File: src/verilog/ppu_regs_pkg.sv
`default_nettype none

// LCD control registers and scanline timing shared by the timer and fetcher
package ppu_regs_pkg;

  // Register set as seen by the background fetcher
  // lcdc bit 6 picks the tile map, bit 4 picks tile data addressing
  typedef struct packed {
    logic [7:0] lcdc;
    logic [7:0] scx;
    logic [7:0] scy;
  } lcd_regs_t;

  // PPU mode, encoded as in the STAT mode field
  typedef enum logic [1:0] {
    ppu_mode_0 = 2'd0,  // Horizontal blank
    ppu_mode_1 = 2'd1,  // Vertical blank
    ppu_mode_2 = 2'd2,  // OAM scan
    ppu_mode_3 = 2'd3   // Drawing
  } ppu_mode_t;

  // Dots in one scanline, all modes together
  localparam logic [8:0] dots_per_line = 9'd456;

  // OAM scan always lasts this many dots
  localparam logic [8:0] mode2_len = 9'd80;

  // Pixels that end the drawing phase
  localparam logic [7:0] screen_width = 8'd160;

  // Lines 0 to 143 are drawn
  localparam logic [7:0] visible_lines = 8'd144;

  // Lines 144 to 153 are vertical blank
  localparam logic [7:0] lines_per_frame = 8'd154;

endpackage

`default_nettype wire

File: src/verilog/ppu_pixel_pkg.sv
`default_nettype none

// Pixel and VRAM access types for the background path
package ppu_pixel_pkg;

  // 2-bit colour number before any palette
  typedef logic [1:0] gb_color_t;

  // One pixel as it moves through the FIFO
  typedef struct packed {
    gb_color_t color;
    logic      valid;
  } pixel_t;

  // Eight pixels of one tile row, element 0 is the leftmost
  typedef pixel_t [7:0] pixel_row_t;

  // VRAM read request, addr is an offset into the 8 KiB window
  typedef struct packed {
    logic        read_req;
    logic [12:0] addr;
  } vram_req_t;

  // Tile map byte, read as unsigned or signed depending on LCDC bit 4
  typedef union packed {
    logic        [7:0] unsigned_id;
    logic signed [7:0] signed_id;
  } tile_entry_u;

  // Size of video RAM in bytes
  localparam int unsigned vram_bytes = 8192;

  // Tile maps, 32x32 entries each
  localparam logic [12:0] map0_base = 13'h1800;
  localparam logic [12:0] map1_base = 13'h1C00;

  // Tile data bases
  // data0 with unsigned ids, data1 is the centre of the signed range
  localparam logic [12:0] data0_base = 13'h0000;
  localparam logic [12:0] data1_base = 13'h1000;

endpackage

`default_nettype wire

File: src/verilog/ppu_bg_fifo.sv
`timescale 1ns/1ps
`default_nettype none

module ppu_bg_fifo import ppu_regs_pkg::*, ppu_pixel_pkg::*; (
  input  logic       clk,
  input  logic       reset,
  input  logic       flush,
  input  ppu_mode_t  mode,
  input  logic       push,
  input  pixel_row_t row,
  output logic       empty,
  output pixel_t     pixel
);

  // Element 0 is the next pixel out
  pixel_row_t buffer;
  // Pixels left, 0 to 8
  logic [3:0] count;
  logic       shift_out;

  assign empty     = count == 4'd0;
  // One pixel per drawing dot while anything is loaded
  assign shift_out = mode == ppu_mode_3 && !empty;

  assign pixel.color = buffer[0].color;
  assign pixel.valid = shift_out && buffer[0].valid;

  always_ff @(posedge clk or posedge reset) begin
    if (reset) begin
      count <= '0;
    end else if (flush) begin
      count <= '0;
    end else if (push) begin
      count <= 4'd8;
    end else if (shift_out) begin
      count <= count - 4'd1;
    end
  end

  // Pixel data, the count says what is live
  always_ff @(posedge clk) begin
    if (push) begin
      buffer <= row;
    end else if (shift_out) begin
      buffer <= {pixel_t'('0), buffer[7:1]};
    end
  end

endmodule

`default_nettype wire

File: config.mk
export PLATFORM = sky130hd
export DESIGN_NAME = ppu_bg_fifo
export DESIGN_NICKNAME = d
export VERILOG_FILES = /design/src/verilog/ppu_regs_pkg.sv /design/src/verilog/ppu_pixel_pkg.sv /design/src/verilog/ppu_bg_fifo.sv
export SDC_FILE = /design/constraint.sdc
export NUM_CORES = 1
export LEC_CHECK = 0
export BUFFER_PORTS_ARGS = -buffer_cell sky130_fd_sc_hd__buf_2
export CAP_MARGIN = 20
export CORE_AREA = 2 2 52 54
export CTS_BUF_LIST = sky130_fd_sc_hd__clkbuf_8
export DETAILED_ROUTE_END_ITERATION = 8
export DIE_AREA = 0 0 54 56
export PLACE_DENSITY = 0.75
export REMOVE_ABC_BUFFERS = 1
export SYNTH_ARGS = -nofsm -noshare
export SYNTH_HDL_FRONTEND = slang
export SYNTH_SLANG_ARGS = --single-unit
File: constraint.sdc
create_clock -name clk -period 2.3 [get_ports clk]
set_input_delay 0.69 -clock clk [delete_from_list [all_inputs] [get_ports clk]]
set_output_delay 0.69 -clock clk [all_outputs]
set_load 0.01 [all_outputs]
Word-level counts from Yosys, hierarchy flattened
Index checks and enable logic that the tools add are counted.
{"block": "totals", "register_bits": 28, "output_inout_bits": 4, "wordCells": 30}
{"block": "op_classes", "n_mux": 5, "eq_ne": 1, "n_reduce_logical": 6, "n_addsub": 1}
{"operator": "24-bit 2-to-1 mux", "n": 2}
{"operator": "4-bit 2-to-1 mux", "n": 3}
{"operator": "4-bit logical NOT", "n": 1}
{"operator": "4-bit by 1-bit subtractor with 4-bit output (second input constant)", "n": 1}
{"operator": "3-bit nonzero test", "n": 1}
{"operator": "2-bit == test (second input constant)", "n": 1}
{"operator": "1-bit logical AND", "n": 2}
{"operator": "2-bit nonzero test", "n": 1}
{"operator": "1-bit logical NOT", "n": 1}

Logic depth before layout (Yosys ltp)
{"block": "depth", "word_depth": 6, "depth_mapped": 6, "depth_no_buf": 6}

Least setup slack after synthesis
OpenSTA, ideal clock, no wires.
{"block": "synth_path", "kind": "register to register", "from": "register count[0]", "to": "register buffer[0] (netlist name) (enable)", "required_time_ns": 1.990, "slack_ns": 0.419, "path_buffers": 0, "setup_ns": 0.310, "arrival_ns": 1.571, "path_stages_with_launch": 7, "path_cell_list": "dfrtp_1 -> inv_1 -> ha_1 -> or3b_4 -> inv_2 -> nor2_1 -> or2_2"}
{"block": "synth_via", "elab_chain_len": 4}
{"element": "start: declaration", "line_no": "ppu_bg_fifo.sv:18", "source": "logic [3:0] count;"}
{"element": "start signal: assignment", "line_no": "ppu_bg_fifo.sv:36", "source": "count <= count - 4'd1;"}
{"element": "4-bit logical NOT", "line_no": "ppu_bg_fifo.sv:21", "source": "assign empty = count == 4'd0;"}
{"element": "via empty", "line_no": "ppu_bg_fifo.sv:11", "source": "output logic empty,"}
{"element": "1-bit logical NOT", "line_no": "ppu_bg_fifo.sv:23", "source": "assign shift_out = mode == ppu_mode_3 && !empty;"}
{"element": "1-bit logical AND", "line_no": "ppu_bg_fifo.sv:23"}
{"element": "2-bit nonzero test (no line)"}
{"element": "end signal: assignment", "line_no": "ppu_bg_fifo.sv:43", "source": "buffer <= row;"}
{"element": "end signal: assignment", "line_no": "ppu_bg_fifo.sv:45", "source": "buffer <= {pixel_t'('0), buffer[7:1]};"}
{"element": "end: declaration", "line_no": "ppu_bg_fifo.sv:16", "source": "pixel_row_t buffer;"}
The timed path passes the listed nets, and every way through them passes these cells.
A chain may end at the register's enable or synchronous reset.

==> results.md <==
* Largest net degree at the start of global routing at 17
* First-pass GRT wire length at 3353 microns
* Clock root buffer master: clkbuf_8
* Finished Cell Area at 1599 sq um
* Total GRT Usage at 15.02%
* M1 GR Usage at 17.95%
* Port bufs at 33
* Pre-antenna DRT Iters at 4
* Cell count after placement at 145
* Initial Util at 52.31%
* Reg2Reg Setup Slack at 0.33 ns
* Area contributors post-synth: edfxtp_1 57%, mux2_2 19%, dfrtp_1 7.9%
* Yosys top cell area share at 56.64%
* Row count at 18
* Commonest register cell after synthesis: edfxtp_1
* Cts hold-fix bufs at 0
* Crit path buf inv count at 2
* Via Count at 797
* WP data arrival at 1.56 ns
* Status: finished clean
* Die Span Y at 56 microns
* Clock net sink count at 28
* Drt initial violations at 21
* DIE WIDTH at 54 microns
* Final Cycle Share at 97.66%
* Commonest cells in the netlist: 24 x edfxtp_1, 21 x mux2_2
* Seq/Total Area, Yosys at 64.50%
* CP startpoint kind: flip-flop
* Syn_area_per_cell at 15.15 sq um
* CP top delay family: simple AND/OR/NAND/NOR gates
* Worst path required time at 1.61 ns
* Critical path fanouts, max at 3
* Pwr dens at 706.3 nW/um^2
* Fill count at 195
* N_diodes at 0
* Die area at 3024 sq um
* EDFF count, synth at 24
* Layout cell share with drive strength beyond 1 at 59.68%
* Area grow syn2layout at 25.66%
* CTS buffer count at 3
* Remaining Overflow, GRT at 0
* Synth area leader: edfxtp_1
* CTS tree: built
* Core area at 2432 sq um
* Max clock buf depth at 2
* DP HPWL at 1495 microns
* Max-slew headroom at 82.27%
* DR WL/cell at 13.12 microns
* Post-Syn Area at 1272 sq um
* Slowest cell delay on critical path at 0.41 ns
* IO Pins at 34
* Post-DRT Antenna Nets at 0
* Met2 Resource Use GR at 26.31%
* Post-Synthesis Cells at 84
* Synthesis warning total at 0
* Finished Layout Cells at 154
* Via density at 5.175
* Vias in the first global route at 800
* Type of the worst setup path: flip-flop to output port
* Met3 Use GR at 4.032%
* DP Area at 1480 sq um
* Count of cell types in the netlist at 23
* Initial antenna violation count at 0
* Final Hold Viols at 0
* CP endpoint kind: output port
* Worst skew pair latency at 0.27 ns
* Final net count at 157
* Period minus WS final at 2.246 ns
* Max Cap Viol at 0
* Worst hold path type: input port to async pin
* Cell with the most instances after synthesis: edfxtp_1
* Clk_skew at 0.002464 ns
* Final wirelength at 2021 microns
* DR DRC count at 0
* Worst Max-Slew Pin Slew at 0.2659 ns
* Fmax at 445.2 MHz
* # setup viols final at 0
* Yosys reg bits at 28
* Slowest cell on crit path: dfrtp_1
* Slew Viols, Final at 0
* Max H-tree Level at 1
* Critical-path cell list: inv_2 -> ha_1 -> or3b_4 -> and3_4 -> buf_6
* GPL Wtd Cong at 0.6233
* Post-synthesis async set-or-reset flop share at 14.29%
* GRT busiest layer: met2
* Reg clk slew, reported paths at 0.09 ns
* Peak supply drop at 0.6570 mV
* Leak at 0.6629 nW
where the power goes:
part	leakage [nW]	switching, mW	total (mW)	internal (mW)
combinational	0.335	0.0568	0.134	0.0776
clock	0.0357	0.148	0.381	0.233
sequential	0.293	0.0113	0.614	0.603
per-layer routing:
layer | vias up | wire length, microns
li1 | 388 | -
met1 | 384 | 810
met2 | 23 | 1078
met3 | 2 | 120
met4 | 0 | 12
met5 | - | 0
kinds of logic after synthesis:
| group | Yosys count | share of synthesized area, % |
|---|---|---|
| flip-flops | 28 | 64.50 |
| adder cells (fa/ha/maj) | 2 | 1.966 |
| AND/OR/NAND/NOR | 14 | 6.980 |
| AO/OA/AOI/OAI | 8 | 3.442 |
| multiplexers | 21 | 18.58 |
| XOR/XNOR | 1 | 0.6884 |
| buffers and inverters | 10 | 3.833 |
sequential cells by signal (all words and copies together), names as in the netlist:
name / count
buffer: 22
count: 4
pixel: 2
cell type report:
type / instances / area [sq um] / share of cell area (%)
tap: 30 / 37.54 / 2.347
clock inverter: 1 / 30.03 / 1.878
timing repair buffer: 41 / 244.0 / 15.26
inverter: 5 / 18.77 / 1.174
multi-input combinational: 46 / 406.6 / 25.43
sequential: 28 / 820.8 / 51.33
clock buffer: 3 / 41.29 / 2.582
repair_timing:
action	in CTS	in global routing
gates resized for setup	2	2
setup buffers	3	2
endpoints found under the setup margin	1	1
final timing paths:
path	startpoint	end	cells past startpoint
max	count[0]	pixel[0]	5
min	reset	count[3]	2
max reg2reg	count[0]	buffer[18]	7
min reg2reg	buffer[15]	buffer[12]	1
max in group asynchronous	reset	count[0]	2
min in group clk	buffer[15]	buffer[12]	1
placed cells by master, fill, tap and decap left out, types with 2 or more instances in the layout:
cell,n
buf_2,32
edfxtp_1,24
mux2_2,21
buf_4,7
and2_1,4
a21oi_1,4
dfrtp_1,4
inv_2,3
clkbuf_8,3
o21ai_0,2
or2_2,2
inv_1,2
ha_1,2
through the flow:
stage / power (mW) / utilization [%] / hold slack, ns / TNS [ns] / worst slack (ns)
floorplan: 0.6942 / - / 0.4561 / 0 / 0.4191
global placement: 0.7464 / 60.85 / 0.5267 / 0 / 0.3160
detailed placement: 0.7552 / 60.85 / 0.5376 / 0 / 0.2433
CTS: 1.133 / 64.71 / 0.2865 / 0 / 0.00002054
global route: 1.174 / 65.74 / 0.2827 / -0.002872 / -0.002872
finish: 1.129 / 65.74 / 0.2877 / 0 / 0.05388
No activity file was read; power rests on OpenSTA's default activity.
