### config.mk
export PLATFORM = sky130hd
export DESIGN_NAME = ppu_mode_timer
export DESIGN_NICKNAME = d
export VERILOG_FILES = /design/src/verilog/ppu_regs_pkg.sv /design/src/verilog/ppu_mode_timer.sv
export SDC_FILE = /design/constraint.sdc
export NUM_CORES = 1
export LEC_CHECK = 0
export BUFFER_PORTS_ARGS = -buffer_cell sky130_fd_sc_hd__buf_4
export CELL_PAD_IN_SITES_DETAIL_PLACEMENT = 0
export CELL_PAD_IN_SITES_GLOBAL_PLACEMENT = 1
export CORE_UTILIZATION = 30
export DETAILED_ROUTE_END_ITERATION = 10
export PLACE_DENSITY = 0.67
export SLEW_MARGIN = 25
export SYNTH_ARGS = -nofsm -noshare
export SYNTH_HDL_FRONTEND = slang
export SYNTH_SLANG_ARGS = --single-unit
### constraint.sdc
create_clock -name clk -period 2.9 [get_ports clk]
set_clock_uncertainty 0.05 [all_clocks]
set_input_delay 0.435 -clock clk [delete_from_list [all_inputs] [get_ports clk]]
set_output_delay 0.435 -clock clk [all_outputs]
set_load 0.05 [all_outputs]
### src/verilog/ppu_regs_pkg.sv
`default_nettype none

// LCD control registers and scanline timing shared by the timer and fetcher
package ppu_regs_pkg;

  // Register set as seen by the background fetcher
  // lcdc bit 6 picks the tile map, bit 4 picks tile data addressing
  typedef struct packed {
    logic [7:0] lcdc;
    logic [7:0] scx;
    logic [7:0] scy;
  } lcd_regs_t;

  // PPU mode, encoded as in the STAT mode field
  typedef enum logic [1:0] {
    ppu_mode_0 = 2'd0,  // Horizontal blank
    ppu_mode_1 = 2'd1,  // Vertical blank
    ppu_mode_2 = 2'd2,  // OAM scan
    ppu_mode_3 = 2'd3   // Drawing
  } ppu_mode_t;

  // Dots in one scanline, all modes together
  localparam logic [8:0] dots_per_line = 9'd456;

  // OAM scan always lasts this many dots
  localparam logic [8:0] mode2_len = 9'd80;

  // Pixels that end the drawing phase
  localparam logic [7:0] screen_width = 8'd160;

  // Lines 0 to 143 are drawn
  localparam logic [7:0] visible_lines = 8'd144;

  // Lines 144 to 153 are vertical blank
  localparam logic [7:0] lines_per_frame = 8'd154;

endpackage

`default_nettype wire

### src/verilog/ppu_mode_timer.sv
`timescale 1ns/1ps
`default_nettype none

module ppu_mode_timer import ppu_regs_pkg::*; (
  input  logic       clk,
  input  logic       reset,
  input  logic       pixel_valid,
  output ppu_mode_t  mode,
  output logic [8:0] dot,
  output logic [7:0] ly,
  output logic       flush
);

  // Pixels emitted so far in this drawing phase
  logic [7:0] pix_count;
  logic       line_end;
  logic [7:0] next_ly;

  assign line_end = dot == dots_per_line - 9'd1;
  // Frame wraps after the last vertical blank line
  assign next_ly = (ly == lines_per_frame - 8'd1) ? 8'd0 : ly + 8'd1;

  always_ff @(posedge clk or posedge reset) begin
    if (reset) begin
      mode      <= ppu_mode_2;
      dot       <= '0;
      ly        <= '0;
      flush     <= 1'b0;
      pix_count <= '0;
    end else begin
      // High for dot 0 of the next line only
      flush <= line_end;
      if (line_end) begin
        dot  <= '0;
        ly   <= next_ly;
        mode <= (next_ly < visible_lines) ? ppu_mode_2 : ppu_mode_1;
      end else begin
        dot <= dot + 9'd1;
        if (mode == ppu_mode_2 && dot == mode2_len - 9'd1) begin
          // OAM scan done, drawing starts next dot
          mode      <= ppu_mode_3;
          pix_count <= '0;
        end else if (mode == ppu_mode_3 && pixel_valid) begin
          pix_count <= pix_count + 8'd1;
          // Drawing length varies, it ends on the last pixel strobe
          if (pix_count == screen_width - 8'd1) begin
            mode <= ppu_mode_0;
          end
        end
      end
    end
  end

endmodule

`default_nettype wire

# == Word level (Yosys, flattened, before mapping) ==
# Index checks and enable logic that the tools add are counted.
# word_totals
ff_bits,28
input_bits,3
out_inout_bits,20
wordCells,32
# classes
n_addsub,3
n_lt_le_gt_ge,1
eq_ne,6
n_mux,9
n_bitwise,1
n_reduce_logical,7
# op_table
cell,count
$mux W8,3
$add A8 B1 Y8 const B,2
$eq A8 B8 Y1 const B,2
$mux W2,5
$add A9 B1 Y9 const B,1
$eq A9 B7 Y1 const B,1
$eq A9 B9 Y1 const B,1
$mux W9,1
$lt A8 B8 Y1 const B,1
$reduce_bool A3 Y1,2
$eq A2 B2 Y1 const B,2
$reduce_and A2 Y1,2
$logic_and A1 B1 Y1,2
$reduce_bool A2 Y1,1
$not A1 Y1,1

# == Depth between registers and ports, before layout ==
# Gate-level depths: netlist of the first run.
# logic_depth
ltp_word,5
mapped_depth,8
ltp_nobuf,7

# == Worst setup path after synthesis of the first run ==
# OpenSTA, ideal clock, no wires.
# synth_timing
path_kind,reg2reg
from,register ly[0]
to,register mode[0]
setup_time_ns,0.126
arrival_time_ns,2.043
required_ns,2.724
slack_ns,0.680
path_stages_with_launch,7
path_buffers,0
period_less_slack_ns,2.220
cell_sequence,dfrtp_1 > ha_1 > nand4_1 > nor4_1 > nand2b_1 > a311oi_2 > a311o_1
# synth_via
elab_chain_cells,5
word_cells_on_any_way,6
cone_classes,add/sub (1); order compare (1); eq/ne (1); mux (3)
# synth_lines
item,line_no,rtl
"start, declared",ppu_mode_timer.sv:10,"output logic [7:0] ly,"
"start signal, assigned",ppu_mode_timer.sv:35,ly <= next_ly;
$add A8 B1 Y8 / $eq A8 B8 Y1 (equally long branches),ppu_mode_timer.sv:21,assign next_ly = (ly == lines_per_frame - 8'd1) ? 8'd0 : ly + 8'd1;
$mux W8 (*),ppu_mode_timer.sv:21,
$lt A8 B8 Y1 (*),ppu_mode_timer.sv:36,mode <= (next_ly < visible_lines) ? ppu_mode_2 : ppu_mode_1;
$mux W2 (*),ppu_mode_timer.sv:36,
$mux W2 (*),ppu_mode_timer.sv:33,if (line_end) begin
"end signal, assigned",ppu_mode_timer.sv:25,mode <= ppu_mode_2;
"end signal, assigned",ppu_mode_timer.sv:36,
"end signal, assigned",ppu_mode_timer.sv:41,mode <= ppu_mode_3;
"end, declared",ppu_mode_timer.sv:8,"output ppu_mode_t mode,"
# Every way passes the cells marked *; elsewhere a longest branch is shown, timed or not.
# A chain may end at the register's enable or synchronous reset.

# == Final worst setup path of the first run ==
# layout_timing
from,register dot[5]
to,register mode[0]
# layout_via
word_cells_on_any_way,8
cone_classes,eq/ne (2); mux (2); reduce/logical (4)
# layout_lines
item,line_no,rtl
"start, declared",ppu_mode_timer.sv:9,"output logic [8:0] dot,"
"start signal, assigned",ppu_mode_timer.sv:38,dot <= dot + 9'd1;
$eq A9 B9 Y1 (*),ppu_mode_timer.sv:19,assign line_end = dot == dots_per_line - 9'd1;
via line_end,ppu_mode_timer.sv:16,logic line_end;
$reduce_bool A3 Y1 (no source line),-,
$reduce_and A2 Y1 (no source line),-,
# Mark *: on every way through the listed nets, which the timed path passes. The rest lies on a longest branch.

==> results.ini, run 1 <==
[clock_network]
cts_hold_buf = 0
cts_setup_buffers = 0
clock_latency_ns = 0.28
ctsResizeCount = 0
cts_buffers = 3
root_buffer = clkbuf_8
clkTransAtPathRegs_ns = 0.11
cts_max_level = 1
clockBufferDepth = 2
cts_tree = built
cts_num_sinks = 28

[logic_synthesis]
ys_async_sr_fraction_pct = 100
synth_seq_cells = 28
avgSynthCellArea_sq_um = 10.4
synthTopCellsByArea = dfrtp_1, xor2_1, ha_1
synthSimpleGateAreaFrac_pct = 23.5
syn_nets = 142
synth_warnings = 0
synth-seq-area-share_pct = 49.8
synth_top_area_cell = dfrtp_1
syn_inst = 135
netlist_area_sq_mm = 0.00141
synth_top_area_share_pct = 47.9
synth-main-ff-cell = dfrtp_1
synth_top_family_by_area = simple AND/OR/NAND/NOR gates
synth_xor_xnor_area_share_pct = 10.6
synth_commonest_cells = dfrtp_1, nor2_1, xor2_1, nand2_1
synthMuxAreaShare_pct = 1.51
synth-compound-area-share_pct = 8.07
synth_edf_count = 0
post-synth-top-count-cell = dfrtp_1
synthAdderAreaFrac_pct = 3.55
synth_cell_type_count = 36

[layout]
synthToLayoutAreaGrowth_pct = 21.4
nets = 169
n_antenna_cell = 0
nFillCells = 441
layoutNonFillerInstCount = 213
regArea_sq_um = 702
multi_input_area_sq_um = 666
final_util_pct = 38.5
drive_gt1_share_pct = 20.5

[place]
place.gp.congestion = 0.933
dp_hpwl_um = 2060
numPortBuffers = 22
dp_cells = 209
pre_cts_slack_ns = 0.689

[drt]
vias = 1091
vias_per_cell = 5.12
initialDrtViolationCount = 50
first_pass_iters = 7
detail-route-antenna-nets = 0
drt-total-wl_um = 2950
drc = 4
post_drt_wl_per_cell_um = 13.8

[sta]
rsz0062_at_grt = no
period_minus_slack_ns = 2.21
finalCritPeriodShare_pct = 76.2
maxSlewViolCount = 0
fin_ws_ns = 0.690
hold_violations = 0
tightestPinTransition_ns = 0.669
fmax_mhz = 452
tns_ns = 0
setup_violations = 0
relSlewSlack_pct = 55.0

[outcome]
outcome = complete, but fails checks
violations = DRC

[critical_path]
cp_cell_sequence = or3b_1 -> or3_1 -> clkinv_8 -> nand2b_4 -> a311oi_2 -> a311o_1
cp_max_fo = 10
criticalPathCategory = reg2reg
max_stage_delay_ns = 0.58
cp-start-kind = register
worstPathArrival_ns = 2.39
cp-end-kind = register
cp.required_ns = 3.08
cp_slowest_cell = or3_1

[floorplan]
start_util_pct = 31.7
die_h_um = 70.6
rows = 24
coreArea_sq_mm = 0.00444
ioPinCount = 23
die_w_um = 70.6
die_area_sq_mm = 0.00498

[global_route]
grt_max_degree = 29
grt_antenna_before_repair = 0
track_usage_pct = 12.9
grt_pass1_wl_um = 5070
overflow = 0
grt_pass1_vias = 1023

[power]
p_per_area_mw_per_mm2 = 417
leakagePower_nw = 0.791
peakVddDrop_v = 0.000260
finalPower_uw = 714

[run]
cap_viol_max_count = 0

[worst_hold_path]
hp-class = in2async

[registers in the layout (all words and copies together), names as in the netlist]
name,cells
pix_count,8
flush,1
mode,2
dot,9
ly,8
[path summary, 6_finish.rpt]
| path | startpoint | end | slack (ns) | depth (start not counted) |
|---|---|---|---|---|
| setup / recovery | dot[5] | mode[0] | 0.69 | 6 |
| hold / removal | reset | pix_count[2] | 0.17 | 3 |
| setup reg to reg | dot[5] | mode[0] | 0.69 | 6 |
| hold reg to reg | dot[0] | dot[0] | 0.47 | 1 |
| max in group asynchronous | reset | mode[1] | 2.32 | 3 |
| min in group clk | dot[0] | dot[0] | 0.47 | 1 |
[cells in the final DEF (no fill, tap or decap), types with 4 or more instances in the layout]
cell     synthesis  final
o21ai_1          6      6
xor2_1          12     12
and3_1           6      6
buf_4            0     24
ha_1             4      4
dfrtp_1         27     27
nor2_1          13     13
nand3_1          7      7
nand4_1          7      7
o21ai_0          4      4
xnor2_1          5      5
nand2_1         10     10
[kinds of logic after synthesis]
kind of cell / Yosys count
AND/OR/NAND/NOR: 60
flip-flops: 28
AO/OA/AOI/OAI: 18
adder cells (fa/ha/maj): 4
XOR/XNOR: 17
multiplexers: 2
buffers and inverters: 6
[stage by stage]
stage               hold WS (ns)  cell area, sq um
floorplan                  0.447              1410
global placement           0.453              1640
detailed placement         0.459              1640
CTS                        0.176              1710
global route               0.202              1710
finish                     0.168              1710
[metal layers]
metal | wire, um | global-route usage (%)
met3 | 155 | 3.85
met4 | 21 | 2.67
met5 | 0 | 0
met1 | 1390 | 17.3
met2 | 1380 | 20.8
[layout make-up]
cell class / instances / area share [%]
Tap cell: 52 / 3.80
Timing Repair Buffer: 24 / 10.5
Multi-Input combinational cell: 101 / 38.9
Clock buffer: 3 / 2.41
Clock inverter: 1 / 1.75
Sequential cell: 28 / 41.0
Inverter: 4 / 1.61
[critical path: cells and delay by family, from the launching register on]
kind	cells	cell delay, ns
buffers and inverters	1	0.16
AO/OA/AOI/OAI	2	0.40
flip-flops	1	0.46
AND/OR/NAND/NOR	3	1.09
[where the power goes]
| part | internal (mW) | switching (mW) | total, mW |
|---|---|---|---|
| Combinational | 0.00267 | 0.00815 | 0.0108 |
| Sequential | 0.390 | 0 | 0.390 |
| Clock | 0.185 | 0.128 | 0.313 |
| Total | 0.578 | 0.136 | 0.714 |
No activity file was read; power rests on OpenSTA's default activity.
==> run 2, diff against run 1 <==
--- a/config.mk
+++ b/config.mk
@@ -10,7 +10,7 @@
 export CELL_PAD_IN_SITES_GLOBAL_PLACEMENT = 1
 export CORE_UTILIZATION = 30
 export DETAILED_ROUTE_END_ITERATION = 10
-export PLACE_DENSITY = 0.67
+export PLACE_DENSITY = 0.69
 export SLEW_MARGIN = 25
 export SYNTH_ARGS = -nofsm -noshare
 export SYNTH_HDL_FRONTEND = slang
==> constraint.sdc (replaced) <==
create_clock -name clk -period 1.9 [get_ports clk]
set_clock_uncertainty 0.05 [all_clocks]
set_input_delay 0.285 -clock clk [delete_from_list [all_inputs] [get_ports clk]]
set_output_delay 0.285 -clock clk [all_outputs]
set_load 0.05 [all_outputs]
==> results.ini, run 2 (synthesis results as in run 1) <==
[critical_path]
cp-end-kind = register
cp_cell_sequence = or3b_4 -> or3_4 -> clkinv_8 -> nand2b_4 -> a311oi_2 -> a311o_1
cp_slowest_cell = or3_4
cp_max_fo = 7  ; -3
cp_num_buf_inv = 1  ; unchanged
critical-path-top-delay-family = simple AND/OR/NAND/NOR gates
cp-start-kind = register
criticalPathCategory = reg2reg
cp.required_ns = 2.07  ; -1.01 ns
worstPathArrival_ns = 2.06  ; -0.33 ns
max_stage_delay_ns = 0.45  ; -0.13 ns

[power]
leakagePower_nw = 0.905  ; +14%
p_per_area_mw_per_mm2 = 567  ; +36%
finalPower_mw = 1.08  ; +52%
peakVddDrop_v = 0.000270  ; +3.8%

[global_route]
overflow = 0  ; unchanged
grt_antenna_before_repair = 0  ; unchanged
grt_pass1_wl_um = 5510  ; +8.6%
grt_max_degree = 29  ; unchanged
grt_pass1_vias = 1199  ; +17%
track_usage_pct = 13.5  ; +0.62 points

[worst_hold_path]
hp-class = in2async

[sta]
setup_violations = 0  ; unchanged
relSlewSlack_pct = 75.3  ; +20 points
fmax_mhz = 530  ; +17%
hold_violations = 0  ; unchanged
rsz0062_at_grt = yes
maxSlewViolCount = 0  ; unchanged
tightestPinTransition_ns = 0.371  ; -0.298 ns
finalCritPeriodShare_pct = 99.4  ; +23 points
tns_ns = 0  ; unchanged
period_minus_slack_ns = 1.89  ; -0.322 ns

[drt]
drc = 6  ; +2
post_drt_wl_per_cell_um = 13.4  ; -3.2%
vias = 1143  ; +4.8%
initialDrtViolationCount = 64  ; +28%
vias_per_cell = 4.86  ; -5.0%
detail-route-antenna-nets = 0  ; unchanged
first_pass_iters = 7  ; unchanged
drt-total-wl_um = 3150  ; +6.7%

[clock_network]
cts_tree = built
root_buffer = clkbuf_8
cts_num_sinks = 28  ; unchanged
clockBufferDepth = 2  ; unchanged
cts_max_level = 1  ; unchanged
clock_latency_ns = 0.27  ; about the same
cts_hold_buf = 0  ; unchanged
clkTransAtPathRegs_ns = 0.10  ; about the same
cts_buffers = 3  ; unchanged

[layout]
mostFrequentLayoutCells = buf_4, dfrtp_1, nor2_1
nets = 191  ; +13%
nFillCells = 437  ; -0.91%
mostFrequentLayoutCell = buf_4
largestRegisters = dot (9), ly (8), pix_count (8)
drive_gt1_share_pct = 37.2  ; +17 points
synthToLayoutAreaGrowth_pct = 35.7
design_area_sq_mm = 0.00191  ; +12%
final_util_pct = 43.0  ; +4.5 points
largest_register_ffs = 9  ; unchanged
n_antenna_cell = 0  ; unchanged
top_register = dot

[floorplan]
coreArea_sq_mm = 0.00444  ; unchanged
die_h_um = 70.6  ; unchanged
die_w_um = 70.6  ; unchanged
ioPinCount = 23  ; unchanged
start_util_pct = 31.7  ; unchanged
die_area_sq_mm = 0.00498  ; unchanged
rows = 24  ; unchanged

[place]
place_area_sq_mm = 0.00182  ; +11%
place.gp.congestion = 0.863  ; -7.5%
numPortBuffers = 22  ; unchanged
dp_hpwl_um = 2360  ; +14%

[outcome]
violations = DRC
outcome = complete, but fails checks

[run]
cap_viol_max_count = 0  ; unchanged

## run 2: timing repair
action                                  4_1_cts  5_1_grt
endpoints found under the setup margin        9        7
endpoints found under the hold margin         0        0
resized for setup                             1        1
pin swaps                                     0        2
buffers inserted                              0        2
## run 2: where the power goes
part	switching, mW	internal, mW
Combinational	0.0123	0.00408
Clock	0.191	0.282
Sequential	0	0.595
Total	0.203	0.881
## run 2: final cells by class
cell class / instances / area, sq um / share of cell area, %
clock buffers: 3 / 41.3 / 2.16
inverters: 4 / 27.5 / 1.44
clock inverters: 1 / 30.0 / 1.57
multi-input cells: 101 / 694 / 36.3
flip-flops and latches: 28 / 709 / 37.1
well taps: 52 / 65.1 / 3.40
repair buffers: 46 / 345 / 18.1
## run 2: worst paths after layout
check                      startpoint  endpoint  slack (ns)  cells past startpoint
max                            dot[5]   mode[0]        0.01                      6
min                             reset     ly[6]        0.02                      3
max reg2reg                    dot[5]   mode[0]        0.01                      6
min reg2reg                    dot[8]    dot[8]        0.48                      1
max in group asynchronous       reset   mode[1]        1.47                      3
min in group clk               dot[8]    dot[8]        0.48                      1
## run 2: worst register-to-register path, delay by kind of cell, from the launching register on
family          cells  cell delay, ns
compound gates      2            0.37
buf+inv             1            0.09
flops               1            0.42
simple gates        3            0.91
## run 2: per-stage QoR
step / hold slack (ns) / instances / setup WS (ns)
after floorplan: 0.299 / 135 / -0.141
after global placement: 0.326 / 229 / -0.0650
after detailed placement: 0.338 / 229 / -0.103
after CTS: 0.0297 / 233 / 0.00275
after global routing: 0.0367 / 235 / -0.0588
final: 0.0151 / 235 / 0.0121
## run 2: routing by layer
metal  up-vias  track usage [%]  wire, um
met5         -                0         0
met2        25             21.8      1400
met1       539             19.2      1600
met4         0             2.89        15
met3         4             2.42       128
li1        575                -         -
==> run 3, diff against run 2 <==
--- a/config.mk
+++ b/config.mk
@@ -10,6 +10,7 @@
 export CELL_PAD_IN_SITES_GLOBAL_PLACEMENT = 1
 export CORE_UTILIZATION = 30
 export DETAILED_ROUTE_END_ITERATION = 10
+export MAX_ROUTING_LAYER = met4
 export PLACE_DENSITY = 0.69
 export SLEW_MARGIN = 25
 export SYNTH_ARGS = -nofsm -noshare
==> results.ini, run 3 (synthesis results as in run 1) <==
[outcome]
outcome = complete, but fails checks
violations = DRC

[floorplan]
die_h_um = 70.6  ; unchanged
die_w_um = 70.6  ; unchanged
die_area_sq_mm = 0.00498  ; unchanged
coreArea_sq_mm = 0.00444  ; unchanged
start_util_pct = 31.7  ; unchanged
ioPinCount = 23  ; unchanged
rows = 24  ; unchanged

[worst_hold_path]
hp-class = in2async

[clock_network]
root_buffer = clkbuf_8
clkTransAtPathRegs_ns = 0.10  ; about the same
cts_hold_buf = 0  ; unchanged
cts_tree = built
clock_latency_ns = 0.27  ; about the same
cts_max_level = 1  ; unchanged
cts_num_sinks = 28  ; unchanged
clockBufferDepth = 2  ; unchanged
cts_buffers = 3  ; unchanged

[sta]
setup_violations = 0  ; unchanged
period_minus_slack_ns = 1.89  ; +0.000876 ns
tightestPinTransition_ns = 0.374  ; +0.00249 ns
finalCritPeriodShare_pct = 99.4  ; about the same
fmax_mhz = 529  ; about the same
fin_ws_ns = 0.0113  ; -0.000875 ns
rsz0062_at_grt = yes
tns_ns = 0  ; unchanged
maxSlewViolCount = 0  ; unchanged
relSlewSlack_pct = 75.1  ; -0.17 points
hold-worst-slack_ns = 0.0217  ; +0.00657 ns
hold_violations = 0  ; unchanged

[place]
place_area_sq_mm = 0.00182  ; unchanged
dp_hpwl_um = 2360  ; unchanged
pre_cts_slack_ns = -0.103  ; unchanged
dp_cells = 229  ; unchanged
place.gp.congestion = 0.877  ; +1.6%
numPortBuffers = 22  ; unchanged

[drt]
vias_per_cell = 4.89  ; +0.52%
drc = 6  ; unchanged
drt-total-wl_um = 3140  ; -0.32%
detail-route-antenna-nets = 0  ; unchanged
vias = 1149  ; +0.52%
initialDrtViolationCount = 58  ; -9.4%
post_drt_wl_per_cell_um = 13.4  ; -0.32%
first_pass_iters = 7  ; unchanged

[critical_path]
critical-path-top-delay-family = simple AND/OR/NAND/NOR gates
cp_num_buf_inv = 1  ; unchanged
cp_cell_sequence = or3b_4 -> or3_4 -> clkinv_8 -> nand2b_4 -> a311oi_2 -> a311o_1
cp-start-kind = register
worstPathArrival_ns = 2.06  ; about the same
cp_slowest_cell = or3_4
cp.required_ns = 2.07  ; about the same
criticalPathCategory = reg2reg
cp_max_fo = 7  ; unchanged
max_stage_delay_ns = 0.45  ; about the same
cp-end-kind = register

[global_route]
grt_pass1_vias = 1203  ; +0.33%
track_usage_pct = 13.9  ; +0.42 points
grt_pass1_wl_um = 5490  ; -0.25%
grt_antenna_before_repair = 0  ; unchanged
grt_max_degree = 29  ; unchanged
overflow = 0  ; unchanged

[layout]
mostFrequentLayoutCell = buf_4
top_register = dot
largestRegisters = dot (9), ly (8), pix_count (8)
largest_register_ffs = 9  ; unchanged
n_antenna_cell = 0  ; unchanged
nets = 191  ; unchanged
drive_gt1_share_pct = 37.2  ; unchanged
synthToLayoutAreaGrowth_pct = 35.7  ; unchanged
final_util_pct = 43.0  ; unchanged
mostFrequentLayoutCells = buf_4, dfrtp_1, nor2_1
layoutNonFillerInstCount = 235  ; unchanged
design_area_sq_mm = 0.00191  ; unchanged

[power]
finalPower_mw = 1.08  ; about the same
p_per_area_mw_per_mm2 = 567  ; about the same
peakVddDrop_v = 0.000270  ; about the same
leakagePower_nw = 0.905  ; unchanged

[run]
cap_viol_max_count = 0  ; unchanged

==> run 3: cell counts in the layout (fill, tap and decap cells not counted) <==
Identical to the previous run, type by type.
==> run 3: cell type report <==
class                           count  area, sq um
Clock inverter                      1         30.0
Multi-Input combinational cell    101          694
Timing Repair Buffer               46          345
Fill cell                         437         2530
Tap cell                           52         65.1
Sequential cell                    28          709
Clock buffer                        3         41.3
Inverter                            4         27.5
==> run 3: worst paths after layout <==
kind                         from      end  slack [ns]  cells after the start
setup / recovery           dot[5]  mode[0]        0.01                      6
setup reg to reg           dot[5]  mode[0]        0.01                      6
max in group asynchronous   reset  mode[1]        1.46                      3
min in group clk           dot[8]   dot[8]        0.48                      1
hold / removal              reset    ly[6]        0.02                      3
hold reg to reg            dot[8]   dot[8]        0.48                      1
==> run 3: report_power, final <==
part	switching [mW]	internal [mW]	total, mW
sequential	0	0.595	0.595
clock	0.191	0.282	0.473
combinational	0.0125	0.00408	0.0165
==> run 3: what timing repair did <==
| action | CTS | global route |
|---|---|---|
| hold endpoints to repair | 0 | 0 |
| setup buffers | 0 | 2 |
| resized for setup | 1 | 1 |
| endpoints found under the setup margin | 9 | 7 |
| pin swaps | 0 | 2 |
==> run 3: tightest hold or removal path, delay by kind of cell <==
| family | cells | cell delay (ns) |
|---|---|---|
| buffers and inverters | 3 | 0.48 |
==> run 3: routing by layer <==
layer | wire [um] | vias up | global-route usage (%)
li1 | - | 576 | -
met1 | 1600 | 546 | 19.0
met3 | 123 | 2 | 2.42
met2 | 1410 | 25 | 22.0
met4 | 6 | 0 | 2.89
met5 | 0 | - | -
