`src/verilog/ppu_regs_pkg.sv`:
```
`default_nettype none

// LCD control registers and scanline timing shared by the timer and fetcher
package ppu_regs_pkg;

  // Register set as seen by the background fetcher
  // lcdc bit 6 picks the tile map, bit 4 picks tile data addressing
  typedef struct packed {
    logic [7:0] lcdc;
    logic [7:0] scx;
    logic [7:0] scy;
  } lcd_regs_t;

  // PPU mode, encoded as in the STAT mode field
  typedef enum logic [1:0] {
    ppu_mode_0 = 2'd0,  // Horizontal blank
    ppu_mode_1 = 2'd1,  // Vertical blank
    ppu_mode_2 = 2'd2,  // OAM scan
    ppu_mode_3 = 2'd3   // Drawing
  } ppu_mode_t;

  // Dots in one scanline, all modes together
  localparam logic [8:0] dots_per_line = 9'd456;

  // OAM scan always lasts this many dots
  localparam logic [8:0] mode2_len = 9'd80;

  // Pixels that end the drawing phase
  localparam logic [7:0] screen_width = 8'd160;

  // Lines 0 to 143 are drawn
  localparam logic [7:0] visible_lines = 8'd144;

  // Lines 144 to 153 are vertical blank
  localparam logic [7:0] lines_per_frame = 8'd154;

endpackage

`default_nettype wire

```
`src/verilog/ppu_pixel_pkg.sv`:
```
`default_nettype none

// Pixel and VRAM access types for the background path
package ppu_pixel_pkg;

  // 2-bit colour number before any palette
  typedef logic [1:0] gb_color_t;

  // One pixel as it moves through the FIFO
  typedef struct packed {
    gb_color_t color;
    logic      valid;
  } pixel_t;

  // Eight pixels of one tile row, element 0 is the leftmost
  typedef pixel_t [7:0] pixel_row_t;

  // VRAM read request, addr is an offset into the 8 KiB window
  typedef struct packed {
    logic        read_req;
    logic [12:0] addr;
  } vram_req_t;

  // Tile map byte, read as unsigned or signed depending on LCDC bit 4
  typedef union packed {
    logic        [7:0] unsigned_id;
    logic signed [7:0] signed_id;
  } tile_entry_u;

  // Size of video RAM in bytes
  localparam int unsigned vram_bytes = 8192;

  // Tile maps, 32x32 entries each
  localparam logic [12:0] map0_base = 13'h1800;
  localparam logic [12:0] map1_base = 13'h1C00;

  // Tile data bases
  // data0 with unsigned ids, data1 is the centre of the signed range
  localparam logic [12:0] data0_base = 13'h0000;
  localparam logic [12:0] data1_base = 13'h1000;

endpackage

`default_nettype wire

```
`src/verilog/ppu_bg_fetcher.sv`:
```
`timescale 1ns/1ps
`default_nettype none

module ppu_bg_fetcher import ppu_regs_pkg::*, ppu_pixel_pkg::*; (
  input  logic       clk,
  input  logic       reset,
  input  logic       flush,
  input  lcd_regs_t  regs,
  input  ppu_mode_t  mode,
  input  logic [8:0] dot,
  input  logic [7:0] ly,
  output vram_req_t  req,
  input  logic [7:0] rdata,
  input  logic       empty,
  output logic       push,
  output pixel_row_t row
);

  typedef enum logic [1:0] {
    fetch_get_tile,
    fetch_get_low,
    fetch_get_high,
    fetch_push
  } fetch_state_t;

  fetch_state_t state;
  // 0 issues the read, 1 latches the data
  logic         phase;
  // Tile column in the map, wraps at 32
  logic [4:0]   col;
  tile_entry_u  tile_id;
  logic [7:0]   tile_low;
  logic [7:0]   tile_high;

  logic [12:0]  map_base;
  logic [7:0]   map_y;
  logic [2:0]   fine_y;
  logic [12:0]  map_addr;
  logic [12:0]  id_offset;
  logic [12:0]  row_addr;

  assign map_base = regs.lcdc[6] ? map1_base : map0_base;
  // Background line, wraps at 256
  assign map_y    = regs.scy + ly;
  assign fine_y   = map_y[2:0];
  assign map_addr = map_base + {3'b000, map_y[7:3], 5'b00000} + {8'h00, col};

  // Tile id times 16, sign extended when addressing from data1_base
  assign id_offset = regs.lcdc[4] ? {1'b0, tile_id.unsigned_id, 4'b0000}
                                  : {tile_id.signed_id[7], tile_id.signed_id, 4'b0000};
  assign row_addr  = (regs.lcdc[4] ? data0_base : data1_base) + id_offset
                     + {9'h000, fine_y, 1'b0};

  // High byte gives colour bit 1, bit 7 is the leftmost pixel
  function automatic pixel_row_t build_row(input logic [7:0] lo, input logic [7:0] hi);
    pixel_row_t r;
    for (int i = 0; i < 8; i++) begin
      r[i].color = {hi[7-i], lo[7-i]};
      r[i].valid = 1'b1;
    end
    return r;
  endfunction

  always_ff @(posedge clk or posedge reset) begin
    if (reset) begin
      state        <= fetch_get_tile;
      phase        <= 1'b0;
      col          <= '0;
      tile_id      <= '0;
      tile_low     <= '0;
      tile_high    <= '0;
      push         <= 1'b0;
      row          <= '0;
      req          <= '0;
    end else if (flush) begin
      // Line start, drop any row left over from the previous line
      state        <= fetch_get_tile;
      phase        <= 1'b0;
      push         <= 1'b0;
      req.read_req <= 1'b0;
    end else if (mode == ppu_mode_2 && dot == mode2_len - 9'd1) begin
      // Coarse scroll only
      col <= regs.scx[7:3];
    end else if (mode == ppu_mode_3) begin
      push <= 1'b0;
      case (state)
        fetch_get_tile: begin
          if (!phase) begin
            req.addr     <= map_addr;
            req.read_req <= 1'b1;
          end else begin
            tile_id.unsigned_id <= rdata;
            req.read_req        <= 1'b0;
            state               <= fetch_get_low;
          end
          phase <= ~phase;
        end
        fetch_get_low: begin
          if (!phase) begin
            req.addr     <= row_addr;
            req.read_req <= 1'b1;
          end else begin
            tile_low     <= rdata;
            req.read_req <= 1'b0;
            state        <= fetch_get_high;
          end
          phase <= ~phase;
        end
        fetch_get_high: begin
          if (!phase) begin
            req.addr     <= row_addr + 13'd1;
            req.read_req <= 1'b1;
          end else begin
            tile_high    <= rdata;
            req.read_req <= 1'b0;
            state        <= fetch_push;
          end
          phase <= ~phase;
        end
        fetch_push: begin
          // Retry each dot until the FIFO has drained
          if (empty) begin
            row   <= build_row(tile_low, tile_high);
            push  <= 1'b1;
            col   <= col + 5'd1;
            state <= fetch_get_tile;
          end
        end
        default: state <= fetch_get_tile;
      endcase
    end else begin
      // Hold position, strobes stay low
      push         <= 1'b0;
      req.read_req <= 1'b0;
    end
  end

endmodule

`default_nettype wire

```
`config.mk`:
```
export PLATFORM = sky130hd
export DESIGN_NAME = ppu_bg_fetcher
export DESIGN_NICKNAME = d
export VERILOG_FILES = /design/src/verilog/ppu_regs_pkg.sv /design/src/verilog/ppu_pixel_pkg.sv /design/src/verilog/ppu_bg_fetcher.sv
export SDC_FILE = /design/constraint.sdc
export NUM_CORES = 1
export LEC_CHECK = 0
export ABC_AREA = 1
export BUFFER_PORTS_ARGS = -buffer_cell sky130_fd_sc_hd__buf_2
export CORE_ASPECT_RATIO = 0.75
export CORE_MARGIN = 5
export CORE_UTILIZATION = 30
export DETAILED_ROUTE_END_ITERATION = 12
export GPL_ROUTABILITY_DRIVEN = 0
export PLACE_DENSITY = 0.55
export SETUP_SLACK_MARGIN = 0.3
export SLEW_MARGIN = 20
export SYNTH_ARGS = -nofsm -noshare
export SYNTH_HDL_FRONTEND = slang
export SYNTH_SLANG_ARGS = --single-unit
export TNS_END_PERCENT = 30
```
`constraint.sdc`:
```
create_clock -name clk -period 2.45 [get_ports clk]
set_clock_uncertainty 0.05 [all_clocks]
set_input_delay 0.49 -clock clk [delete_from_list [all_inputs] [get_ports clk]]
set_output_delay 0.49 -clock clk [all_outputs]
set_load 0.01 [all_outputs]
```
# Yosys cells after proc, flatten, opt, wreduce, memory -nomap -nowiden
# Cells that the tools add are included.
totals:
  output_inout_bits: 39
  rom_bits: 0
  elab_cells: 94
  ff_bits: 64
  latchBits: 0
  mem_bits_rw: 0
  memories: 0
  in_bits: 55
classes:
  n_eq_ne: 15
  div_mod_pow: 0
  n_mux: 33
  addsub: 7
  magnitude_cmp: 0
  n_bitwise: 3
  n_reduce_logical: 18
  n_shift: 0
  n_mul: 0
op_table:
  columns: ["operator", "count"]
  rows:
  - ["$mux 13", 6]
  - ["$pmux 14 s3", 1]
  - ["$mux 5", 4]
  - ["$reduce_and 5->1", 4]
  - ["$mux 14", 1]
  - ["$mux 2", 7]
  - ["$add 12x11->13", 1]
  - ["$add 13x1->13 const B", 1]
  - ["$add 13x13->13", 1]
  - ["$add 13x4->13", 1]
  - ["$add 13x5->13", 1]
  - ["$mux 1", 12]
  - ["$ne 3x3->1 const B", 4]
  - ["$mux 11", 1]
  - ["$reduce_bool 2->1", 5]
  - ["$eq 9x7->1 const B", 1]
  - ["$add 8x8->8", 1]
  - ["$eq 2x2->1 const B", 4]
  - ["$ne 2x2->1 const B", 4]
  - ["$pmux 2 s4", 1]
  - ["$reduce_and 7->1", 1]
  - ["$reduce_and 6->1", 1]
  - ["$add 5x1->5 const B", 1]
  - ["$ne 5x2->1 const B", 1]
  - ["other kinds (9)", 11]

# Longest topological paths before layout
# Gate-level depths: netlist (run 1).
logic_depth:
  word_depth: 9
  mapped_depth: 11
  ltp_nobuf: 11

# Worst setup path before layout (run 1)
# Ideal clock, no wire load.
synth_path:
  kind: "input -> register"
  startpoint: "in regs[0] in the netlist's numbering"
  endpoint: "reg req[8] in the netlist's numbering"
  setup_slack_ns: 0.733
  n_path_buf: 0
  arrival_time_ns: 1.583
  stages: 10
  required_time_ns: 2.316
  path_cell_list: "ha_1 inv_1 fa_1 inv_1 nand2_1 nand2_1 nand3_1 nand3b_1 nand3_1 a21boi_0"
synth_between:
  elab_chain_cells: 5
  elab_cells_between_ends: 9
synth_rtl:
  columns: ["element", "line_no", "text"]
  rows:
  - ["from (decl)", "ppu_bg_fetcher.sv:8", "input lcd_regs_t regs,"]
  - ["$add 8x8->8 (*)", "ppu_bg_fetcher.sv:44", "assign map_y = regs.scy + ly;"]
  - ["$add 13x4->13 or $add 12x11->13 (tied branches)", "ppu_bg_fetcher.sv:52, ppu_bg_fetcher.sv:46", null]
  - ["$add 13x1->13 or $add 13x5->13 (tied branches)", "ppu_bg_fetcher.sv:111, ppu_bg_fetcher.sv:46", null]
  - ["$mux 13 (on tied branches)", "ppu_bg_fetcher.sv:110, ppu_bg_fetcher.sv:88", null]
  - ["$pmux 14 s3 (*)", "ppu_bg_fetcher.sv:86", "case (state)"]
  - ["to (decl)", "ppu_bg_fetcher.sv:12", "output vram_req_t req,"]
# Mark *: on every way between the ends. The rest lies on a longest branch, timed or not. The select of a mux whose other input is x is not followed.
# A chain may end at the register's enable or synchronous reset.

# Worst setup path after layout (run 1)
layout_path:
  startpoint: "reg state[0]"
  endpoint: "reg req[5] in the netlist's numbering"
layout_between:
  elab_chain_cells: 3
  elab_cells_between_ends: 9
layout_rtl:
  columns: ["element", "line_no", "text"]
  rows:
  - ["from (decl)", "ppu_bg_fetcher.sv:26", "fetch_state_t state;"]
  - ["from (signal assigned)", "ppu_bg_fetcher.sv:66", "state <= fetch_get_tile;"]
  - ["from (signal assigned)", "ppu_bg_fetcher.sv:77", "state <= fetch_get_tile;"]
  - ["from (signal assigned)", "ppu_bg_fetcher.sv:94", "state <= fetch_get_low;"]
  - ["$eq 2x1->1 (tied with other cells)", "ppu_bg_fetcher.sv:86", null]
  - ["$ne 2x2->1 (no line) or $reduce_bool 3->1 (tied branches)", null, null]
  - ["$reduce_and 7->1 (no line)", null, null]
# Parallel ways exist; a longest one is shown, timed or not. The select of a mux whose other input is x is not followed.

==> results of run 1 <==
==> kinds of logic (layout without fill, tap and decap cells) <==
logic type                 Yosys count  after routing
and+or+nand+nor                    147            147
adders and majority gates           14             14
muxes                               16             16
DFF                                 64             64
xor gates and xnor gates             4              4
AOI/OAI and AO/OA                   58             58
buffers and inverters               56            145
==> state kept, by name (all words and copies together), names as in the netlist <==
signal / cells
col: 5
tile_id: 8
push: 1
tile_low: 8
state: 2
phase: 1
row: 17
tile_high: 8
req: 14
==> layer usage <==
layer | GRT usage (%) | vias up | part of all wire (%) | wire length [um]
met2 | 19.6 | 54 | 44 | 3310
li1 | - | 1337 | - | -
met3 | 4.08 | 9 | 6.4 | 479
met1 | 16.1 | 1163 | 49 | 3650
met4 | 2.99 | 0 | 1.1 | 82
met5 | 0 | - | 0 | 0
==> cell type report <==
class / instances / share of cell area (%)
clock buffer: 12 / 6.58
clock inverter: 3 / 0.988
inverter: 41 / 3.80
multi-input combinational: 239 / 33.3
sequential: 64 / 39.5
tap: 136 / 4.20
timing repair buffer: 89 / 11.6
==> stage by stage <==
| stage | utilization, % | hold WS, ns | total power, mW | setup WS (ns) |
|---|---|---|---|---|
| 2_1_floorplan | - | 0.396 | 2.38 | 0.312 |
| 4_1_cts | 39.2 | 0.121 | 4.12 | 0.551 |
| 6_report | 39.2 | 0.114 | 4.06 | 0.558 |
| 5_1_grt | 39.2 | 0.150 | 4.38 | 0.344 |
| 3_3_place_gp | 36.3 | 0.412 | 2.78 | 0.528 |
| 3_5_place_dp | 36.3 | 0.421 | 2.82 | 0.505 |
==> cells in the mapped netlist <==
library cell and instances:
sky130_fd_sc_hd__dfrtp_1 64, sky130_fd_sc_hd__nor3b_1 1, sky130_fd_sc_hd__nand3_1 28, sky130_fd_sc_hd__o31ai_1 2, sky130_fd_sc_hd__o21ai_0 38, sky130_fd_sc_hd__a21oi_1 12
sky130_fd_sc_hd__ha_1 13, sky130_fd_sc_hd__mux2_2 3, sky130_fd_sc_hd__nor3_1 1, sky130_fd_sc_hd__nand2_1 96, sky130_fd_sc_hd__nor2_1 12, sky130_fd_sc_hd__o21a_1 1
sky130_fd_sc_hd__a22oi_1 3, sky130_fd_sc_hd__nor3_2 1, sky130_fd_sc_hd__buf_2 2, sky130_fd_sc_hd__nor2_4 1, sky130_fd_sc_hd__o211ai_1 1, sky130_fd_sc_hd__fa_1 1
sky130_fd_sc_hd__clkbuf_1 6, sky130_fd_sc_hd__xor2_1 1, sky130_fd_sc_hd__nor3b_2 1, sky130_fd_sc_hd__buf_4 7, sky130_fd_sc_hd__or2_2 1, sky130_fd_sc_hd__mux2_1 13
sky130_fd_sc_hd__xnor2_1 3, sky130_fd_sc_hd__a21boi_0 1, sky130_fd_sc_hd__nand3b_1 3, sky130_fd_sc_hd__inv_1 41, sky130_fd_sc_hd__nand3_2 2
==> worst max-delay path: stages (launching register included) <==
cell,delay [ns]
sky130_fd_sc_hd__dfrtp_1,0.39
sky130_fd_sc_hd__inv_1,0.10
sky130_fd_sc_hd__ha_1,0.24
sky130_fd_sc_hd__nor2_1,0.21
sky130_fd_sc_hd__nand2_1,0.10
sky130_fd_sc_hd__nand2_1,0.07
sky130_fd_sc_hd__o211ai_1,0.08
sky130_fd_sc_hd__buf_4,0.21
sky130_fd_sc_hd__inv_1,0.13
sky130_fd_sc_hd__nand3_1,0.08
sky130_fd_sc_hd__o21a_1,0.10
==> final timing paths <==
kind,startpoint,end,slack [ns]
hold reg to reg,req[11]$_DFFE_PP0P_,req[11]$_DFFE_PP0P_,0.43
max in group asynchronous,reset,phase$_DFFE_PP0P_,1.71
min in group clk,req[11]$_DFFE_PP0P_,req[11]$_DFFE_PP0P_,0.43
setup reg to reg,state[0]$_DFFE_PP0P_,req[5]$_DFFE_PP0P_,0.56
setup / recovery,state[0]$_DFFE_PP0P_,req[5]$_DFFE_PP0P_,0.56
hold / removal,reset,row[21]$_DFFE_PP0P_,0.11
==> power groups by stage <==
stage | Combinational, mW | Sequential (mW) | Clock [mW]
floorplan | 0.716 | 1.67 | 0
global placement | 1.13 | 1.65 | 0
detailed placement | 1.15 | 1.66 | 0
CTS | 1.16 | 1.65 | 1.30
global route | 1.33 | 1.70 | 1.36
finish | 1.14 | 1.64 | 1.28
==> impl_results.rst, run 1 <==
.. list-table::
   :header-rows: 1

   * - Metric
     - Value
   * - Remaining routing DRC violations
     - 0
   * - Syn Std Cell Area
     - 3190 sq um
   * - Number of unique standard cell types used by synthesis
     - 29
   * - Relative slew slack
     - 61.4%
   * - Pins Over Slew Limit
     - 0
   * - Synth area leader
     - sky130_fd_sc_hd__dfrtp_1
   * - Die footprint
     - 12800 sq um
   * - P_leak
     - 2.23 nW
   * - MaxCap Viol Count
     - 0
   * - Clock tree root driver cell
     - sky130_fd_sc_hd__clkbuf_16
   * - Total number of vias
     - 2563
   * - FF+latch area
     - 1600 sq um
   * - Part of the power in the clock network
     - 31.4%
   * - CTS HTree Levels
     - 3
   * - Post-synthesis compound-gate area fraction
     - 9.73%
   * - Number of storage elements in the synthesis netlist
     - 64
   * - Sink Count
     - 64
   * - Placed wire-length estimate after detailed placement
     - 5890 um
   * - Pre-Repair DR Iteration Count
     - 4
   * - Drt initial violations
     - 126
   * - Run status
     - finished clean
   * - Type of the worst setup path
     - reg -> reg
   * - Post-Synth Adder-Cell Area
     - 5.73%
   * - Clock transition at the register clock pins on the worst setup and hold paths after CTS
     - 0.05 ns
   * - Summed area of non-filler cells in the final layout
     - 4050 sq um
   * - Proportion of netlist area held by the largest area contributor
     - 50.2%
   * - Fraction of the mapped netlist area in simple logic gates
     - 20.1%
   * - Commonest non-fill, non-tap cell in the layout
     - sky130_fd_sc_hd__nand2_1
   * - Cell types occupying the most area after synthesis
     - sky130_fd_sc_hd__dfrtp_1 50%, sky130_fd_sc_hd__nand2_1 11%, sky130_fd_sc_hd__o21ai_0 6.0%
   * - Synth-to-layout area growth
     - 27.0%
   * - Switching power as a share of total power
     - 32.4%
   * - Top Ports
     - 94
   * - TritonCTS clock tree
     - built
   * - Number of buffers added for setup after CTS
     - 0
   * - Filler cells
     - 1055
   * - Combinational family with the most area after synthesis
     - simple AND/OR/NAND/NOR gates
   * - Footprint of the multi-input gates
     - 1350 sq um
   * - Fraction of final layout cells with drive strength greater than 1
     - 25.4%
   * - Routed length per placed instance
     - 12.9 um
   * - Core region area
     - 10300 sq um
   * - Pin count of the biggest net entering global routing
     - 27
   * - Number of buffers inserted by port buffering
     - 84
   * - Vias in the first global route
     - 2515
   * - Power Density
     - 1000 nW/um^2
   * - FMAX
     - 529 MHz
   * - Commonest cells after routing, fill and taps aside
     - 96 x sky130_fd_sc_hd__nand2_1, 84 x sky130_fd_sc_hd__buf_2, 64 x sky130_fd_sc_hd__dfrtp_1, 40 x sky130_fd_sc_hd__inv_1, 38 x sky130_fd_sc_hd__o21ai_0
   * - Mux share of post-synthesis cell area
     - 5.65%
   * - Max Root-Sink Buffers
     - 2
   * - Final worst-path cycle share
     - 77.2%
   * - Worst EP arrival
     - 2.05 ns
   * - Grt ovf
     - 0
   * - Combinational cell fraction of total power
     - 28.1%
   * - Number of cells in the finished layout apart from fillers
     - 584
   * - Number of warnings issued by yosys
     - 0
   * - Post-CTS Hold Buffers
     - 0
   * - Antenna-violating nets left
     - 0
   * - Worst setup EP type
     - flip-flop
   * - Syn_area_per_cell
     - 8.88 sq um
   * - Routed via count divided by cell count
     - 4.39
   * - CP required
     - 2.61 ns
   * - Setup TNS after final layout
     - 0 ns
   * - Number of gates resized after CTS
     - 0
   * - Cell area reported after detailed placement
     - 3740 sq um
   * - Count of inserted antenna diode cells
     - 0
   * - TritonCTS Buffers
     - 9
   * - Post-synthesis instance total
     - 359
   * - Antenna violations before repair
     - 0
   * - Sum of routed wire length over all layers
     - 7520 um
   * - Die Wd
     - 129 um
   * - Final critical-path required period
     - 1.89 ns
   * - Post-synthesis net count
     - 428
   * - Startpoint type of the worst setup path
     - flip-flop
   * - Overall global routing resource usage
     - 12.3%
   * - Worst-Margin Slew
     - 0.578 ns
   * - Total internal power
     - 2.74 mW
   * - Xor and xnor fraction of the mapped netlist area
     - 1.10%
   * - RSZ-0062 raised after global routing
     - no
   * - Number of cells on the worst reg-to-reg path
     - 10
   * - Wire length of the first global-routing pass
     - 12500 um
   * - Maximum resistive drop on vdd
     - 0.440 mV
   * - Starting Density
     - 30.9%
   * - Later-pin clock latency in the skew report
     - 0.32 ns
   * - Switching power
     - 1.32 mW
   * - Largest fanout on the critical path
     - 23
   * - Final number of hold-violating endpoints
     - 0
   * - Sequential element share of the synthesized area
     - 50.2%
   * - # placed instances
     - 569
   * - # nets final
     - 513
   * - # rows
     - 32
   * - Number of setup violations in the final report
     - 0
   * - Type of the tightest min-delay check
     - in -> async
   * - Sequential power share
     - 40.5%
   * - Height of the die
     - 99.3 um
Note: power is estimated with default switching activity, not from simulation.
==> run 2: changes to the inputs <==
==> constraint.sdc (replaced) <==
create_clock -name clk -period 1.82 [get_ports clk]
set_clock_uncertainty 0.05 [all_clocks]
set_input_delay 0.364 -clock clk [delete_from_list [all_inputs] [get_ports clk]]
set_output_delay 0.364 -clock clk [all_outputs]
set_load 0.01 [all_outputs]
==> run 2 against run 1 <==
Non-clock buffer count up 21. Flip-flop and latch count unchanged. Critical endpoint is now req[8]$_DFFE_PP0P_. Combinational power increased by 92%. Register-to-register slack lost 0.40 ns. Sequential share of layout area shrank 3.1 points. Fmax rose by 14%. Clock power increased by 37%. Clock-buffer cell count stayed put. Die area stayed put. Global-route usage grew 0.45 points. Sequential power is 37% higher.
==> impl_results.rst, run 2 (synthesis gave the netlist of run 1 again) <==
.. list-table::
   :header-rows: 1

   * - Metric
     - Value
   * - Run status
     - finished clean
   * - Total number of vias
     - 2734
   * - Die footprint
     - 12800 sq um
   * - Sum of internal, switching and leakage power
     - 6.18 mW
   * - Clock tree root driver cell
     - sky130_fd_sc_hd__clkbuf_16
   * - Largest register FFs
     - 17
   * - Sink Count
     - 64
   * - CTS HTree Levels
     - 3
   * - CP required
     - 1.98 ns
   * - Drt initial violations
     - 123
   * - TritonCTS clock tree
     - built
   * - Summed area of non-filler cells in the final layout
     - 4410 sq um
   * - Relative slew slack
     - 77.0%
   * - Type of the worst setup path
     - reg -> reg
   * - Commonest non-fill, non-tap cell in the layout
     - sky130_fd_sc_hd__nand2_1
   * - Antenna-violating nets left
     - 0
   * - Sequential power share
     - 36.2%
   * - Worst EP arrival
     - 1.82 ns
   * - Fraction of final layout cells with drive strength greater than 1
     - 35.2%
   * - Slowest stage delay, CP
     - 0.45 ns
   * - Top flop regs
     - row (17), req (14)
   * - FMAX
     - 602 MHz
   * - Final number of hold-violating endpoints
     - 0
   * - Commonest cells after routing, fill and taps aside
     - 90 x sky130_fd_sc_hd__nand2_1, 85 x sky130_fd_sc_hd__buf_2, 62 x sky130_fd_sc_hd__dfrtp_1, 36 x sky130_fd_sc_hd__o21ai_0, 35 x sky130_fd_sc_hd__inv_1
   * - # nets final
     - 534
   * - Terminus of the critical flop-to-flop path
     - req[8]$_DFFE_PP0P_
   * - Number of buffers inserted by port buffering
     - 84
   * - Max Root-Sink Buffers
     - 2
   * - FF-to-FF setup slack
     - 0.16 ns
   * - Remaining routing DRC violations
     - 0
   * - Startpoint type of the worst setup path
     - flip-flop
   * - Wire length of the first global-routing pass
     - 12800 um
   * - Sum of routed wire length over all layers
     - 8200 um
   * - Overall global routing resource usage
     - 12.7%
   * - Switching power
     - 2.08 mW
   * - Pre-Repair DR Iteration Count
     - 4
   * - Final worst-path cycle share
     - 91.2%
   * - Grt ovf
     - 0
   * - Cells along the critical path
     - inv_4 > ha_4 > o211ai_1 > buf_4 > nand2_2 > a21boi_1
   * - Total internal power
     - 4.10 mW
   * - Pin count of the biggest net entering global routing
     - 65
   * - Placed wire-length estimate after detailed placement
     - 5840 um
   * - Top Ports
     - 94
   * - Setup TNS after final layout
     - 0 ns
   * - Crit path max-delay cell type
     - sky130_fd_sc_hd__dfrtp_2
   * - Combinational cell fraction of total power
     - 35.5%
   * - Power Density
     - 1400 nW/um^2
   * - Die Wd
     - 129 um
   * - FF+latch area
     - 1600 sq um
   * - Setup WS pre-CTS
     - -0.0374 ns
   * - P_leak
     - 2.35 nW
   * - Post-CTS Hold Buffers
     - 0
   * - # rows
     - 32
   * - Starting Density
     - 30.9%
   * - Height of the die
     - 99.3 um
   * - Routed via count divided by cell count
     - 4.52
   * - Routed length per placed instance
     - 13.6 um
   * - Cell area reported after detailed placement
     - 3830 sq um
   * - RSZ-0062 raised after global routing
     - yes
   * - Number of cells in the finished layout apart from fillers
     - 605
   * - Final critical-path required period
     - 1.66 ns
   * - TritonCTS Buffers
     - 9
   * - Later-pin clock latency in the skew report
     - 0.33 ns
   * - Synth-to-layout area growth
     - 38.1%
   * - Register bank with the most flops
     - row
   * - Core region area
     - 10300 sq um
   * - Vias in the first global route
     - 2691
   * - Count of inserted antenna diode cells
     - 0
   * - Worst setup EP type
     - flip-flop
   * - # placed instances
     - 578
   * - Footprint of the multi-input gates
     - 1500 sq um
   * - Filler cells
     - 1039
   * - Maximum resistive drop on vdd
     - 0.584 mV
   * - Clock transition at the register clock pins on the worst setup and hold paths after CTS
     - 0.05 ns
   * - Reg2reg start
     - state[1]$_DFFE_PP0P_
   * - Antenna violations before repair
     - 0
   * - Crit path setup slack, layout
     - 0.160 ns
   * - Worst Hold Margin
     - 0.0768 ns
   * - MaxCap Viol Count
     - 0
   * - Number of cells on the worst reg-to-reg path
     - 6
   * - Utilization after layout
     - 42.6%
   * - Number of setup violations in the final report
     - 0
   * - Pins Over Slew Limit
     - 0
   * - Worst-Margin Slew
     - 0.344 ns
   * - Largest fanout on the critical path
     - 6
   * - Switching power as a share of total power
     - 33.7%
   * - Part of the power in the clock network
     - 28.2%
   * - Type of the tightest min-delay check
     - in -> async
## run 2: how the worst max path moves through the flow
| stage | from | endpoint | slack [ns] | depth (start not counted) |
|---|---|---|---|---|
| finish | state[1]$_DFFE_PP0P_ | req[8]$_DFFE_PP0P_ | 0.16 | 6 |
| global route | state[1]$_DFFE_PP0P_ | req[0]$_DFFE_PP0P_ | 0.11 | 8 |
| CTS | state[0]$_DFFE_PP0P_ | req[8]$_DFFE_PP0P_ | 0.19 | 6 |
| detailed placement | regs[0] | req[8]$_DFFE_PP0P_ | -0.04 | 11 |
| global placement | regs[0] | req[8]$_DFFE_PP0P_ | 0.04 | 11 |
| floorplan | state[0]$_DFFE_PP0P_ | req[7]$_DFFE_PP0P_ | 0.13 | 9 |
## run 2: what timing repair did
action | 4_1_cts | 5_1_grt
setup endpoints to repair | 14 | 37
gates resized for setup | 17 | 29
pin swaps | 4 | 5
cloned | 1 | 2
setup buffers | 5 | 4
## run 2: critical path: cells and delay by family, from the launching register on
kind	cells	cell delay (ns)
fa+ha+maj	1	0.22
simple gates	1	0.05
flops	1	0.45
compound gates	2	0.43
buf+inv	2	0.34
## run 2: cell type report
cell class,instances,share of cell area (%)
tap,136,3.86
inverter,41,3.75
sequential,64,36.4
clock buffer,12,6.05
multi-input combinational,239,34.0
timing repair buffer,110,15.1
clock inverter,3,0.909
## run 2: power groups by stage
stage	logic, mW	registers [mW]	clock network (mW)
after floorplan	0.965	2.25	0
after global placement	1.64	2.23	0
after detailed placement	1.68	2.24	0
after CTS	1.90	2.24	1.80
after global routing	2.44	2.31	1.84
final	2.19	2.24	1.75
## run 2: per-layer routing
metal	share of wire, %	wire length (um)	up-vias	track usage [%]
li1	-	-	1375	-
met1	46	3810	1271	16.8
met2	45	3720	75	19.4
met3	6.6	540	13	4.88
met4	1.6	133	0	3.79
met5	0	0	-	0
